[config.mk]
export PLATFORM = sky130hd
export DESIGN_NAME = ls_request_decode
export DESIGN_NICKNAME = d
export VERILOG_FILES = /design/src/verilog/lsu_pkg.sv /design/src/verilog/ls_request_decode.sv
export SDC_FILE = /design/constraint.sdc
export NUM_CORES = 1
export LEC_CHECK = 0
export ABC_AREA = 1
export ABC_CLOCK_PERIOD_IN_PS = 2700
export BUFFER_PORTS_ARGS = -buffer_cell sky130_fd_sc_hd__buf_2
export CAP_MARGIN = 25
export CORE_ASPECT_RATIO = 1.4
export CORE_UTILIZATION = 38
export DETAILED_ROUTE_END_ITERATION = 8
export GPL_TIMING_DRIVEN = 0
export HOLD_SLACK_MARGIN = 0.02
export MAX_ROUTING_LAYER = met4
export SETUP_SLACK_MARGIN = 0.3
export SLEW_MARGIN = 25
export SYNTH_ARGS = -nofsm -noshare
export SYNTH_HDL_FRONTEND = slang
export SYNTH_SLANG_ARGS = --single-unit
[constraint.sdc]
create_clock -name clk -period 2.7 [get_ports clk]
set_input_delay 0.54 -clock clk [delete_from_list [all_inputs] [get_ports clk]]
set_output_delay 0.54 -clock clk [all_outputs]
set_load 0.1 [all_outputs]
[src/verilog/lsu_pkg.sv]
//////////////////////////////////////////////////////////////////////
// Shared types for the load/store unit. Ids are 3 bits, data is 32 bits
//////////////////////////////////////////////////////////////////////

`default_nettype none

package lsu_pkg;

    //////////////////////////////////////////////////////////////////
    // Scalar types
    typedef logic [2:0] ls_id_t;
    typedef logic [2:0] ls_fn3_t;

    // RISC-V load/store funct3 encodings
    localparam ls_fn3_t LS_B_FN3 = 3'b000;
    localparam ls_fn3_t LS_H_FN3 = 3'b001;
    localparam ls_fn3_t LS_W_FN3 = 3'b010;
    localparam ls_fn3_t L_BU_FN3 = 3'b100;
    localparam ls_fn3_t L_HU_FN3 = 3'b101;

    //////////////////////////////////////////////////////////////////
    // One data word, viewed as byte lanes or as halfword lanes
    typedef union packed {
        logic [3:0][7:0]  bytes;
        logic [1:0][15:0] halves;
    } ls_word_u;

    // Request as presented by the core
    typedef struct packed {
        ls_id_t      id;
        logic        load;
        logic        store;
        ls_fn3_t     fn3;
        logic [31:0] addr;
        logic [31:0] wdata;
    } ls_request_t;

    // Decoded request handed to the scratch memory
    typedef struct packed {
        ls_id_t      id;
        logic        load;
        logic        store;
        ls_fn3_t     fn3;
        logic [1:0]  byte_addr;
        logic [29:0] word_index;
        logic [3:0]  be;
        ls_word_u    wdata;
        logic        misaligned;
    } ls_issue_t;

    // One result per request, data is zero for stores and misaligned accesses
    typedef struct packed {
        ls_id_t      id;
        logic [31:0] data;
        logic        is_load;
        logic        misaligned;
    } ls_result_t;

endpackage

`default_nettype wire

[src/verilog/ls_request_decode.sv]
//////////////////////////////////////////////////////////////////////
// Sender must hold a credit for every req_valid cycle; no full check
// One entry is popped per cycle while the queue is not empty
//////////////////////////////////////////////////////////////////////

`default_nettype none

module ls_request_decode #(
    parameter int INPUT_DEPTH = 4
) (
    input  logic                 clk,
    input  logic                 rst,
    input  logic                 req_valid,
    input  lsu_pkg::ls_request_t req,
    output logic                 credit_return,
    output logic                 issue_valid,
    output lsu_pkg::ls_issue_t   issue
);

    localparam int PTR_W = (INPUT_DEPTH > 1) ? $clog2(INPUT_DEPTH) : 1;
    localparam int CNT_W = $clog2(INPUT_DEPTH + 1);

    lsu_pkg::ls_request_t queue [INPUT_DEPTH];
    logic [PTR_W-1:0]     wr_ptr;
    logic [PTR_W-1:0]     rd_ptr;
    logic [CNT_W-1:0]     count;
    logic                 pop;
    lsu_pkg::ls_request_t head;
    lsu_pkg::ls_word_u    src_data;
    lsu_pkg::ls_word_u    lane_data;
    logic [3:0]           be;
    logic                 misaligned;

    function automatic logic [PTR_W-1:0] next_ptr(input logic [PTR_W-1:0] ptr);
        return (ptr == PTR_W'(INPUT_DEPTH - 1)) ? '0 : ptr + 1'b1;
    endfunction

    //////////////////////////////////////////////////////////////////
    // Input queue
    always_ff @(posedge clk) begin
        if (req_valid) begin
            queue[wr_ptr] <= req;
        end
    end

    always_ff @(posedge clk) begin
        if (rst) begin
            wr_ptr <= '0;
            rd_ptr <= '0;
            count  <= '0;
        end else begin
            if (req_valid) begin
                wr_ptr <= next_ptr(wr_ptr);
            end
            if (pop) begin
                rd_ptr <= next_ptr(rd_ptr);
            end
            count <= count + CNT_W'(req_valid) - CNT_W'(pop);
        end
    end

    // Execute never stalls, so any head entry leaves right away
    assign pop           = (count != '0);
    assign credit_return = pop;
    assign issue_valid   = pop;
    assign head          = queue[rd_ptr];

    //////////////////////////////////////////////////////////////////
    // Alignment, byte enables and store lanes
    always_comb begin
        case (head.fn3[1:0])
            lsu_pkg::LS_H_FN3[1:0]: misaligned = head.addr[0];
            lsu_pkg::LS_W_FN3[1:0]: misaligned = |head.addr[1:0];
            default:                misaligned = 1'b0;
        endcase
    end

    always_comb begin
        for (int i = 0; i < 4; i++) begin
            case (head.fn3[1:0])
                lsu_pkg::LS_B_FN3[1:0]: be[i] = (head.addr[1:0] == 2'(i));
                lsu_pkg::LS_H_FN3[1:0]: be[i] = (head.addr[1] == i[1]);
                default:                be[i] = 1'b1;
            endcase
            be[i] = be[i] & head.store;
        end
    end

    // Byte fills every lane, half fills both halves
    always_comb begin
        src_data  = head.wdata;
        lane_data = src_data;
        case (head.fn3[1:0])
            lsu_pkg::LS_B_FN3[1:0]: begin
                for (int i = 0; i < 4; i++) begin
                    lane_data.bytes[i] = src_data.bytes[0];
                end
            end
            lsu_pkg::LS_H_FN3[1:0]: begin
                lane_data.halves[1] = src_data.halves[0];
            end
            default: lane_data = src_data;
        endcase
    end

    always_comb begin
        issue.id         = head.id;
        issue.load       = head.load;
        issue.store      = head.store;
        issue.fn3        = head.fn3;
        issue.byte_addr  = head.addr[1:0];
        issue.word_index = head.addr[31:2];
        issue.be         = be;
        issue.wdata      = lane_data;
        issue.misaligned = misaligned;
    end

endmodule

`default_nettype wire

Word-level counts from Yosys, hierarchy flattened
Memory sizes are Yosys's and may differ from the RTL's. A register that Yosys moved wholly into a read port is not among the register bits.
Index checks and enable logic that the tools add are counted.

storage, ports and cells
  bits in registers = 7
  latch bits = 0
  RAM bits = 288
  bits in read-only memories = 0
  input port bits = 75
  output and inout bits = 79
  word-level logic and storage cells = 37
  memories = 1

operators by class
  add/subtract/negate cells = 4
  multiply operators = 0
  div/mod/pow operators = 0
  $lt $le $gt $ge = 0
  equality and inequality tests = 7
  shifts and indexed selects = 0
  mux-type cells = 13
  bitwise gates (word level) = 5
  reductions and logical operators = 4

memory list
  memory  words  width  read ports  clocked after Yosys merged registers in  write ports  RTL line                 text
  queue   4      72     1           1                                        1            ls_request_decode.sv:23  lsu_pkg::ls_request_t queue [INPUT_DEPTH];

operators by type and width
  cell                                           number
  case mux 16 bit (2 select lines)               1
  two-way mux 16 bit                             1
  == test 2 bit, second input constant           5
  case mux 1 bit (2 select lines)                5
  two-way mux 2 bit                              4
  adder 2 x 1 -> 2 bit, second input constant    2
  bitwise AND 1 bit                              4
  == test 2 x 1 -> 1 bit, second input constant  2
  logical NOT 2 bit                              2
  adder 3 x 1 -> 3 bit                           1
  nonzero test 3 bit                             1
  subtractor 3 x 1 -> 3 bit                      1
  two-way mux 1 bit                              2
  OR reduction 2 bit                             1
  NOT 1 bit                                      1

Depth between registers and ports, before layout
Gate-level depths: netlist (run 1).

  depth in word-level cells = 4
  gate-level depth with buffers = 14

Worst setup path before layout (run 1)
No wires, ideal clock.

  kind = reg-to-output
  start = register (tool-made name)
  end = output issue[14] (netlist name)
  arrival = 4.630 ns
  data required time = 2.160 ns
  path slack = -2.470 ns
  stages on the path, launching flop included = 11
  buffers on the path = 5
  path through = dfxtp_1 > buf_6 > buf_6 > buf_4 > a21oi_1 > a32oi_2 > inv_2 > ha_1 > buf_2 > clkbuf_1 > o21ai_0

RTL lines
  item           RTL line                 text
  end, declared  ls_request_decode.sv:17  output lsu_pkg::ls_issue_t issue

==> reports/qor.csv, run 1 <==
metric,value,unit
synthArstFlopShare,0,%
dp_cells,1440,
drt_iter0_drc,410,
initial_cell_density_of_the_core,38.9,%
global_route.usage.total,21.1,%
seq_area,8840,sq um
stdcell_count,1557,
r2r_setup_slack,0.55,ns
grt_first_pass_wirelength,47500,microns
edff_count_synth,288,
post-synth-top-count-cell,sky130_fd_sc_hd__edfxtp_1,
worstPathMaxFanout,6,
count_of_hold_buffers_inserted_by_post_cts_repair,0,
failed_checks,setup timing,
yosys_register_bits,297,
wl_per_cell,20.6,microns
crit_path_end_kind,output pin,
grt_start_max_net_pins,38,
launching_element_type_of_the_critical_path,flop,
synth_ff_type,sky130_fd_sc_hd__edfxtp_1,
avgSynthCellArea,13.1,sq um
place_ws,-0.928,ns
list_of_most_frequent_post_synthesis_cells,"288 x sky130_fd_sc_hd__edfxtp_1, 156 x sky130_fd_sc_hd__nand2_1, 119 x sky130_fd_sc_hd__nor2_1",
clk_root_buffer_cell,sky130_fd_sc_hd__clkbuf_16,
setup_viol,49,
holdPathStages,1,
ys_top_cells_by_area,"sky130_fd_sc_hd__edfxtp_1 74%, sky130_fd_sc_hd__nand2_1 5.0%, sky130_fd_sc_hd__o21ai_0 4.1%",
mappedNetlistNets,978,
layout_overhead_on_the_synthesized_area,50.9,%
remaining_routing_drc_violations,0,
synth.top_cell.area_share,73.8,%
worst_case_setup_margin_in_the_final_layout,-0.758,ns
worstHoldPathType,in2reg,
insertion_delay,0.54,ns
fp.dieW,150,microns
rsz_0062_raised_after_global_routing,yes,
worst_ep_arrival_time,2.92,ns
syn-cell-area,11700,sq um
cts.reportedPaths.clkPinSlew,0.06,ns
dr_wl_met3,1580,microns
ant_nets,0,
number_of_clock_sinks,297,
yosysTopAreaCell,sky130_fd_sc_hd__edfxtp_1,
rr_worst_depth,9,
design.core.area,30100,sq um
hold_ws,0.212,ns
drv_cap,0,
layout-drive-gt1-share,44.0,%
dp.final_hpwl,20200,microns
worstHoldStart,req[54],
place.port_buffers,153,
slew_violations,0,
worstReg2RegStart,count[0],
final.setup_skew,0.0126,ns
synth-warning-count,0,
rows,75,
route.met2.wl,17700,microns
hold-path-endpoint,queue[0][54],
yosys.cell_types.count,31,
final_net_count,1231,
m1WireLength,11800,microns
vias_per_cell,5.12,
nFillCells,2316,
routed_wirelength,32100,microns
ioPinCount,154,
dieArea,31600,sq um
num_cts_buffers,28,
timing.slew.headroom,60.3,%
worst-slew-pin-transition,0.589,ns
dr.max_layer_used,met4,
die_h,210,microns
multi_input_comb_area,3630,sq um
outcome,finished with violations,
max_freq,289,MHz
netlist_instances,892,
drt_pass1_iterations,5,
grt_antenna_before_repair,5,
grt_overflow_total,0,
worst-endpoint-required,2.16,ns
routed-via-count,7968,
gpl.final_weighted_congestion,0.794,
finalWorstPathRequiredPeriod,3.46,ns
critical_path_class,reg2out,
h-tree-depth,1,
post-route-period-util,128,%
sequential_to_total_area_share_from_yosys_stat,75.3,%
final-hold-violation-count,0,
vias_in_the_first_global_route,8141,
r2r-end,count[2],
clockBufferDepth,3,
tritoncts,built,
-- kinds of logic after synthesis --
logic type	count (synthesis)	share of synthesized area, %
compound gates	173	8.40
xor+xnor	1	0.0747
fa+ha+maj	11	1.24
buf+inv	78	3.60
flops	297	75.3
simple gates	332	11.4
-- layout by cell type, fill, tap and decap left out, drive strengths merged, types with 5 or more instances in the layout --
cell	synthesis	final
nand3	51	51
a21oi	13	13
dfxtp	9	9
clkbuf	14	49
bufinv	0	5
clkinv	1	11
nand2	158	158
o22ai	35	35
edfxtp	288	288
diode	0	5
o211ai	8	8
buf	38	263
o21ai	114	114
nor2	119	119
ha	10	10
clkinvlp	0	5
inv	25	20
-- worst max-delay path: stages (launching register included) --
cell and delay, ns:
sky130_fd_sc_hd__dfxtp_4 0.36, sky130_fd_sc_hd__buf_12 0.14, sky130_fd_sc_hd__inv_8 0.06, sky130_fd_sc_hd__buf_12 0.10
sky130_fd_sc_hd__buf_8 0.09, sky130_fd_sc_hd__nand2_1 0.08, sky130_fd_sc_hd__a32oi_4 0.22, sky130_fd_sc_hd__inv_2 0.08
sky130_fd_sc_hd__ha_4 0.16, sky130_fd_sc_hd__buf_6 0.11, sky130_fd_sc_hd__or2_4 0.27, sky130_fd_sc_hd__clkinv_8 0.09
sky130_fd_sc_hd__buf_12 0.12, sky130_fd_sc_hd__nand3_4 0.05, sky130_fd_sc_hd__o211ai_1 0.16, sky130_fd_sc_hd__buf_6 0.28
-- flip-flops by register name, indices dropped and copies added, names as in the netlist, named ones only --
register and flops:
count 3, queue 288, rd_ptr 2, wr_ptr 2
-- timing repair --
| item | CTS | global route |
|---|---|---|
| gates cloned | 4 | 1 |
| endpoints found under the setup margin | 77 | 78 |
| resized for setup | 548 | 84 |
| setup buffers | 43 | 12 |
| pin swaps | 54 | 29 |
-- per-layer routing --
layer  track usage, %  vias to the layer above
met5                -                        -
met4             7.87                        0
met3             3.78                       59
met2             37.3                      243
met1             23.2                     3940
li1                 -                     3726
-- area by class of cell --
| type | instances | area share (%) |
|---|---|---|
| Clock inverter | 15 | 1.16 |
| Multi-Input combinational cell | 517 | 20.5 |
| Clock buffer | 37 | 4.50 |
| Tap cell | 385 | 2.72 |
| Antenna cell | 5 | 0.0707 |
| Sequential cell | 297 | 50.0 |
| Timing Repair Buffer | 223 | 15.9 |
| Inverter | 26 | 0.877 |
| Buffer | 52 | 4.34 |
-- worst max path at each step --
stage / start / endpoint / depth (start not counted)
detailed placement: flop / issue[29] / 13
CTS: flop / issue[27] / 15
floorplan: flop / issue[25] / 9
global route: flop / issue[27] / 15
global placement: req_valid / queue[1][25] / 3
finish: flop / issue[26] / 15
-- stage by stage --
stage	util (%)	area (sq um)	TNS (ns)
floorplan	-	12300	-25.61
global placement	45.0	13600	-211.67
detailed placement	45.7	13800	-21.90
CTS	57.3	17200	-20.31
global route	58.7	17700	-24.44
finish	58.7	17700	-20.84
Power of run 1 is left out: the tool's default activity adds up to more than one toggle a clock period on the data nets, which glitch-free logic cannot reach.
==> run 2, diff against run 1 <==
Settings changed: CORE_UTILIZATION 38 to 35.
==> reports/qor.csv, run 2 (same netlist as run 1, synthesis figures left out) <==
metric,value,unit
outcome,finished with violations,
failed_checks,setup timing,
rows,78,
drv_cap,0,
num_cts_buffers,29,
final_core_util,54.7,%
insertion_delay,0.55,ns
dieArea,34200,sq um
routed-via-count,7894,
worst_case_setup_margin_in_the_final_layout,-0.689,ns
die_h,219,microns
worstPathMaxFanout,8,
r2r-end,count[2],
vias_per_cell,4.87,
place.port_buffers,153,
final_net_count,1240,
setup_viol,48,
drt_iter0_drc,439,
worst-slew-pin-transition,0.669,ns
slew_violations,0,
launching_element_type_of_the_critical_path,flop,
rsz_0062_raised_after_global_routing,yes,
post-route-period-util,126,%
crit_path_end_kind,output pin,
design.core.area,32700,sq um
flip_flop_count_of_the_largest_register_all_copies_and_words_added,288,
fp.dieW,157,microns
worst-endpoint-required,2.16,ns
hold_ws,0.195,ns
r2r_setup_slack,0.66,ns
gpl.final_weighted_congestion,0.776,
count_of_hold_buffers_inserted_by_post_cts_repair,0,
clockBufferDepth,3,
wl_per_cell,20.3,microns
holdPathStages,1,
layout-drive-gt1-share,45.6,%
clk_root_buffer_cell,sky130_fd_sc_hd__clkbuf_16,
cts.reportedPaths.clkPinSlew,0.06,ns
routed_wirelength,32900,microns
worstHoldPathType,in2reg,
final.setup_skew,0.0140,ns
worstHoldStart,req[37],
drt_pass1_iterations,6,
ant_nets,0,
h-tree-depth,1,
grt_antenna_before_repair,7,
critical_path_class,reg2out,
largest-register,queue,
dp.final_hpwl,20200,microns
grt_start_max_net_pins,38,
grt_overflow_total,0,
final-hold-violation-count,0,
layout_top_registers,"queue x288, count x3",
number_of_clock_sinks,297,
global_route.usage.total,19.7,%
worst_ep_arrival_time,2.85,ns
finalWorstPathRequiredPeriod,3.39,ns
layout_commonest_cell,sky130_fd_sc_hd__edfxtp_1,
grt_first_pass_wirelength,47600,microns
layout.cells.most_common_list,"288 x sky130_fd_sc_hd__edfxtp_1, 125 x sky130_fd_sc_hd__nand2_1, 95 x sky130_fd_sc_hd__buf_12, 80 x sky130_fd_sc_hd__buf_2, 74 x sky130_fd_sc_hd__nor2_1",
tritoncts,built,
remaining_routing_drc_violations,0,
initial_cell_density_of_the_core,35.9,%
vias_in_the_first_global_route,8102,
timing.slew.headroom,55.3,%
nFillCells,2578,
layout_overhead_on_the_synthesized_area,52.5,%
max_freq,295,MHz
ioPinCount,154,
worstReg2RegStart,count[0],
hold-path-endpoint,queue[0][37],
rr_worst_depth,8,
[run 2: how the worst max path moves through the flow]
stage                    from      endpoint  depth (start not counted)
global route             flop     issue[29]                         14
floorplan                flop     issue[25]                          9
finish                   flop     issue[29]                         15
detailed placement       flop     issue[21]                         13
CTS                      flop     issue[29]                         15
global placement    req_valid  queue[1][25]                          3
[run 2: per-stage QoR]
step                setup TNS, ns  area [sq um]  worst slack (ns)  cells
CTS                        -20.05         17000            -0.746   1592
global placement          -217.30         13600             -1.14   1485
detailed placement         -20.72         13800            -0.886   1494
finish                     -19.80         17900            -0.689   1621
global route               -23.79         17900            -0.805   1621
floorplan                  -25.61         12300             -1.23    892
[run 2: what timing repair did]
action                     CTS  global route
setup buffers               42            18
cloned                       5             4
pin swaps                   59            37
setup endpoints to repair   77            78
resized for setup          515           158
[run 2: cell type report]
type                    count  area, sq um  area share (%)
flip-flops and latches    297         8840            49.4
plain buffers              52          724            4.05
multi-input cells         517         3770            21.1
diodes                      7         17.5          0.0980
well taps                 440          551            3.08
inverters                  26          150           0.840
repair buffers            231         2920            16.4
clock buffers              37          786            4.39
clock inverters            14          120           0.672
[run 2: worst max-delay path, cell delays in order (launching register included)]
cell                       delay (ns)
sky130_fd_sc_hd__dfxtp_4         0.35
sky130_fd_sc_hd__buf_8           0.13
sky130_fd_sc_hd__inv_8           0.07
sky130_fd_sc_hd__buf_8           0.10
sky130_fd_sc_hd__buf_12          0.10
sky130_fd_sc_hd__nand2_4         0.04
sky130_fd_sc_hd__a32oi_4         0.24
sky130_fd_sc_hd__inv_2           0.08
sky130_fd_sc_hd__ha_4            0.16
sky130_fd_sc_hd__buf_6           0.10
sky130_fd_sc_hd__or2_4           0.27
sky130_fd_sc_hd__clkinv_8        0.09
sky130_fd_sc_hd__buf_8           0.12
sky130_fd_sc_hd__nand3_2         0.06
sky130_fd_sc_hd__o211ai_1        0.11
sky130_fd_sc_hd__buf_6           0.26
[run 2: per-layer routing]
layer / share of wire, % / up-vias / wire (microns) / track usage (%)
met5: 0 / - / 0 / -
met4: 3.4 / 0 / 1120 / 9.80
met3: 4.4 / 60 / 1450 / 3.45
met2: 56 / 198 / 18300 / 35.9
met1: 37 / 3887 / 12100 / 20.2
li1: - / 3749 / - / -
Power of run 2 is left out for the same reason.
==> run 3, diff against run 2 <==
Settings changed: MAX_ROUTING_LAYER met4 to unset, SETUP_SLACK_MARGIN 0.3 to 0.15.
==> reports/qor.csv, run 3 (same netlist as run 1, synthesis figures left out) <==
metric,value,unit
outcome,finished with violations,
insertion_delay,0.54,ns
drt_iter0_drc,312,
place.port_buffers,153,
cts.reportedPaths.clkPinSlew,0.06,ns
drv_cap,0,
remaining_routing_drc_violations,0,
grt_antenna_before_repair,2,
clk_root_buffer_cell,sky130_fd_sc_hd__clkbuf_16,
worstPathMaxFanout,10,
worstHoldPathType,in2reg,
crit_chain,inv_4 -> buf_12 -> buf_8 -> a32oi_4 -> inv_2 -> ha_4 -> buf_6 -> or2_4 -> buf_6 -> buf_12 -> a21oi_4 -> buf_12,
wl_per_cell,20.2,microns
fp.dieW,157,microns
worst-slew-pin-transition,0.484,ns
design.core.area,32700,sq um
post-route-period-util,124,%
initial_cell_density_of_the_core,35.9,%
layout_commonest_cell,sky130_fd_sc_hd__edfxtp_1,
ioPinCount,154,
rsz_0062_raised_after_global_routing,yes,
vias_in_the_first_global_route,7877,
final_net_count,1226,
setup_viol,38,
dieArea,34200,sq um
routed-via-count,7788,
worst_case_setup_margin_in_the_final_layout,-0.653,ns
flip_flop_count_of_the_largest_register_all_copies_and_words_added,288,
grt_start_max_net_pins,48,
timing.critical_path.buf_inv,8,
crit_path_end_kind,output pin,
critical_path_class,reg2out,
crit_top_cell,sky130_fd_sc_hd__buf_12,
final-hold-violation-count,0,
layout-drive-gt1-share,44.1,%
worstReg2RegStart,count[1],
layout_overhead_on_the_synthesized_area,51.6,%
launching_element_type_of_the_critical_path,flop,
number_of_clock_sinks,297,
drt_pass1_iterations,5,
critical_path.top_delay_family,buffers and inverters,
ant_nets,0,
clockBufferDepth,3,
grt_overflow_total,0,
vias_per_cell,4.86,
worst-endpoint-required,2.16,ns
global_route.usage.total,18.7,%
slew_violations,0,
die_h,219,microns
num_cts_buffers,28,
rows,78,
worst_path_max_delay_cell,sky130_fd_sc_hd__dfxtp_4,
dp.final_hpwl,19800,microns
worstHoldStart,req[54],
max_freq,298,MHz
grt_first_pass_wirelength,47200,microns
finalWorstPathRequiredPeriod,3.35,ns
failed_checks,setup timing,
h-tree-depth,1,
worst_ep_arrival_time,2.81,ns
layout.cells.most_common_list,"288 x sky130_fd_sc_hd__edfxtp_1, 128 x sky130_fd_sc_hd__nand2_1, 88 x sky130_fd_sc_hd__buf_12, 79 x sky130_fd_sc_hd__buf_2, 64 x sky130_fd_sc_hd__nor2_1",
gpl.final_weighted_congestion,0.783,
final.setup_skew,0.00979,ns
routed_wirelength,32300,microns
timing.slew.headroom,68.0,%
layout_top_registers,"queue x288, count x3",
largest-register,queue,
tritoncts,built,
hold_ws,0.204,ns
count_of_hold_buffers_inserted_by_post_cts_repair,0,
critical-path-max-stage-delay,0.37,ns
## run 3: what timing repair did
| item | in CTS | in global routing |
|---|---|---|
| resized for setup | 456 | 240 |
| pin swaps | 48 | 83 |
| setup endpoints to repair | 77 | 77 |
| cloned | 3 | 5 |
| setup buffers | 35 | 18 |
## run 3: cell type report
type | instances | area [sq um]
multi-input combinational | 517 | 3850
fill | 2631 | 14900
tap | 440 | 551
sequential | 297 | 8830
inverter | 26 | 145
clock buffer | 33 | 741
clock inverter | 18 | 144
antenna | 3 | 7.51
timing repair buffer | 218 | 2720
buffer | 52 | 788
## run 3: metrics by stage
step	instance area, sq um	utilization (%)	std cells	TNS (ns)	setup slack [ns]
after floorplan	12300	-	892	-25.61	-1.23
after global placement	13600	41.5	1485	-341.85	-1.17
after detailed placement	13700	41.9	1489	-19.69	-0.844
after CTS	16600	50.7	1578	-18.14	-0.726
after global routing	17800	54.4	1601	-19.89	-0.737
final	17800	54.4	1604	-16.34	-0.653
## run 3: worst register-to-register path: stages (launching register included)
cell	delay [ns]
sky130_fd_sc_hd__dfxtp_1	0.33
sky130_fd_sc_hd__nor3_1	0.33
sky130_fd_sc_hd__inv_1	0.18
sky130_fd_sc_hd__ha_1	0.31
sky130_fd_sc_hd__inv_1	0.04
sky130_fd_sc_hd__ha_1	0.18
sky130_fd_sc_hd__fa_1	0.40
sky130_fd_sc_hd__or2_2	0.31
sky130_fd_sc_hd__a21oi_1	0.13
## run 3: metal layers
layer	routed length, microns	up-vias	track usage (%)
met5	14	-	0
met4	1120	2	7.91
met3	1640	48	3.75
met2	17400	196	33.9
met1	12100	3824	21.3
li1	-	3718	-
## run 3: path summary, 6_finish.rpt
kind         depth (start not counted)           end  slack, ns
max                                 12     issue[34]      -0.65
min                                  1  queue[3][54]       0.20
max reg2reg                          8      count[2]       0.43
min reg2reg                          2     wr_ptr[1]       0.54
Power of run 3 is left out for the same reason.
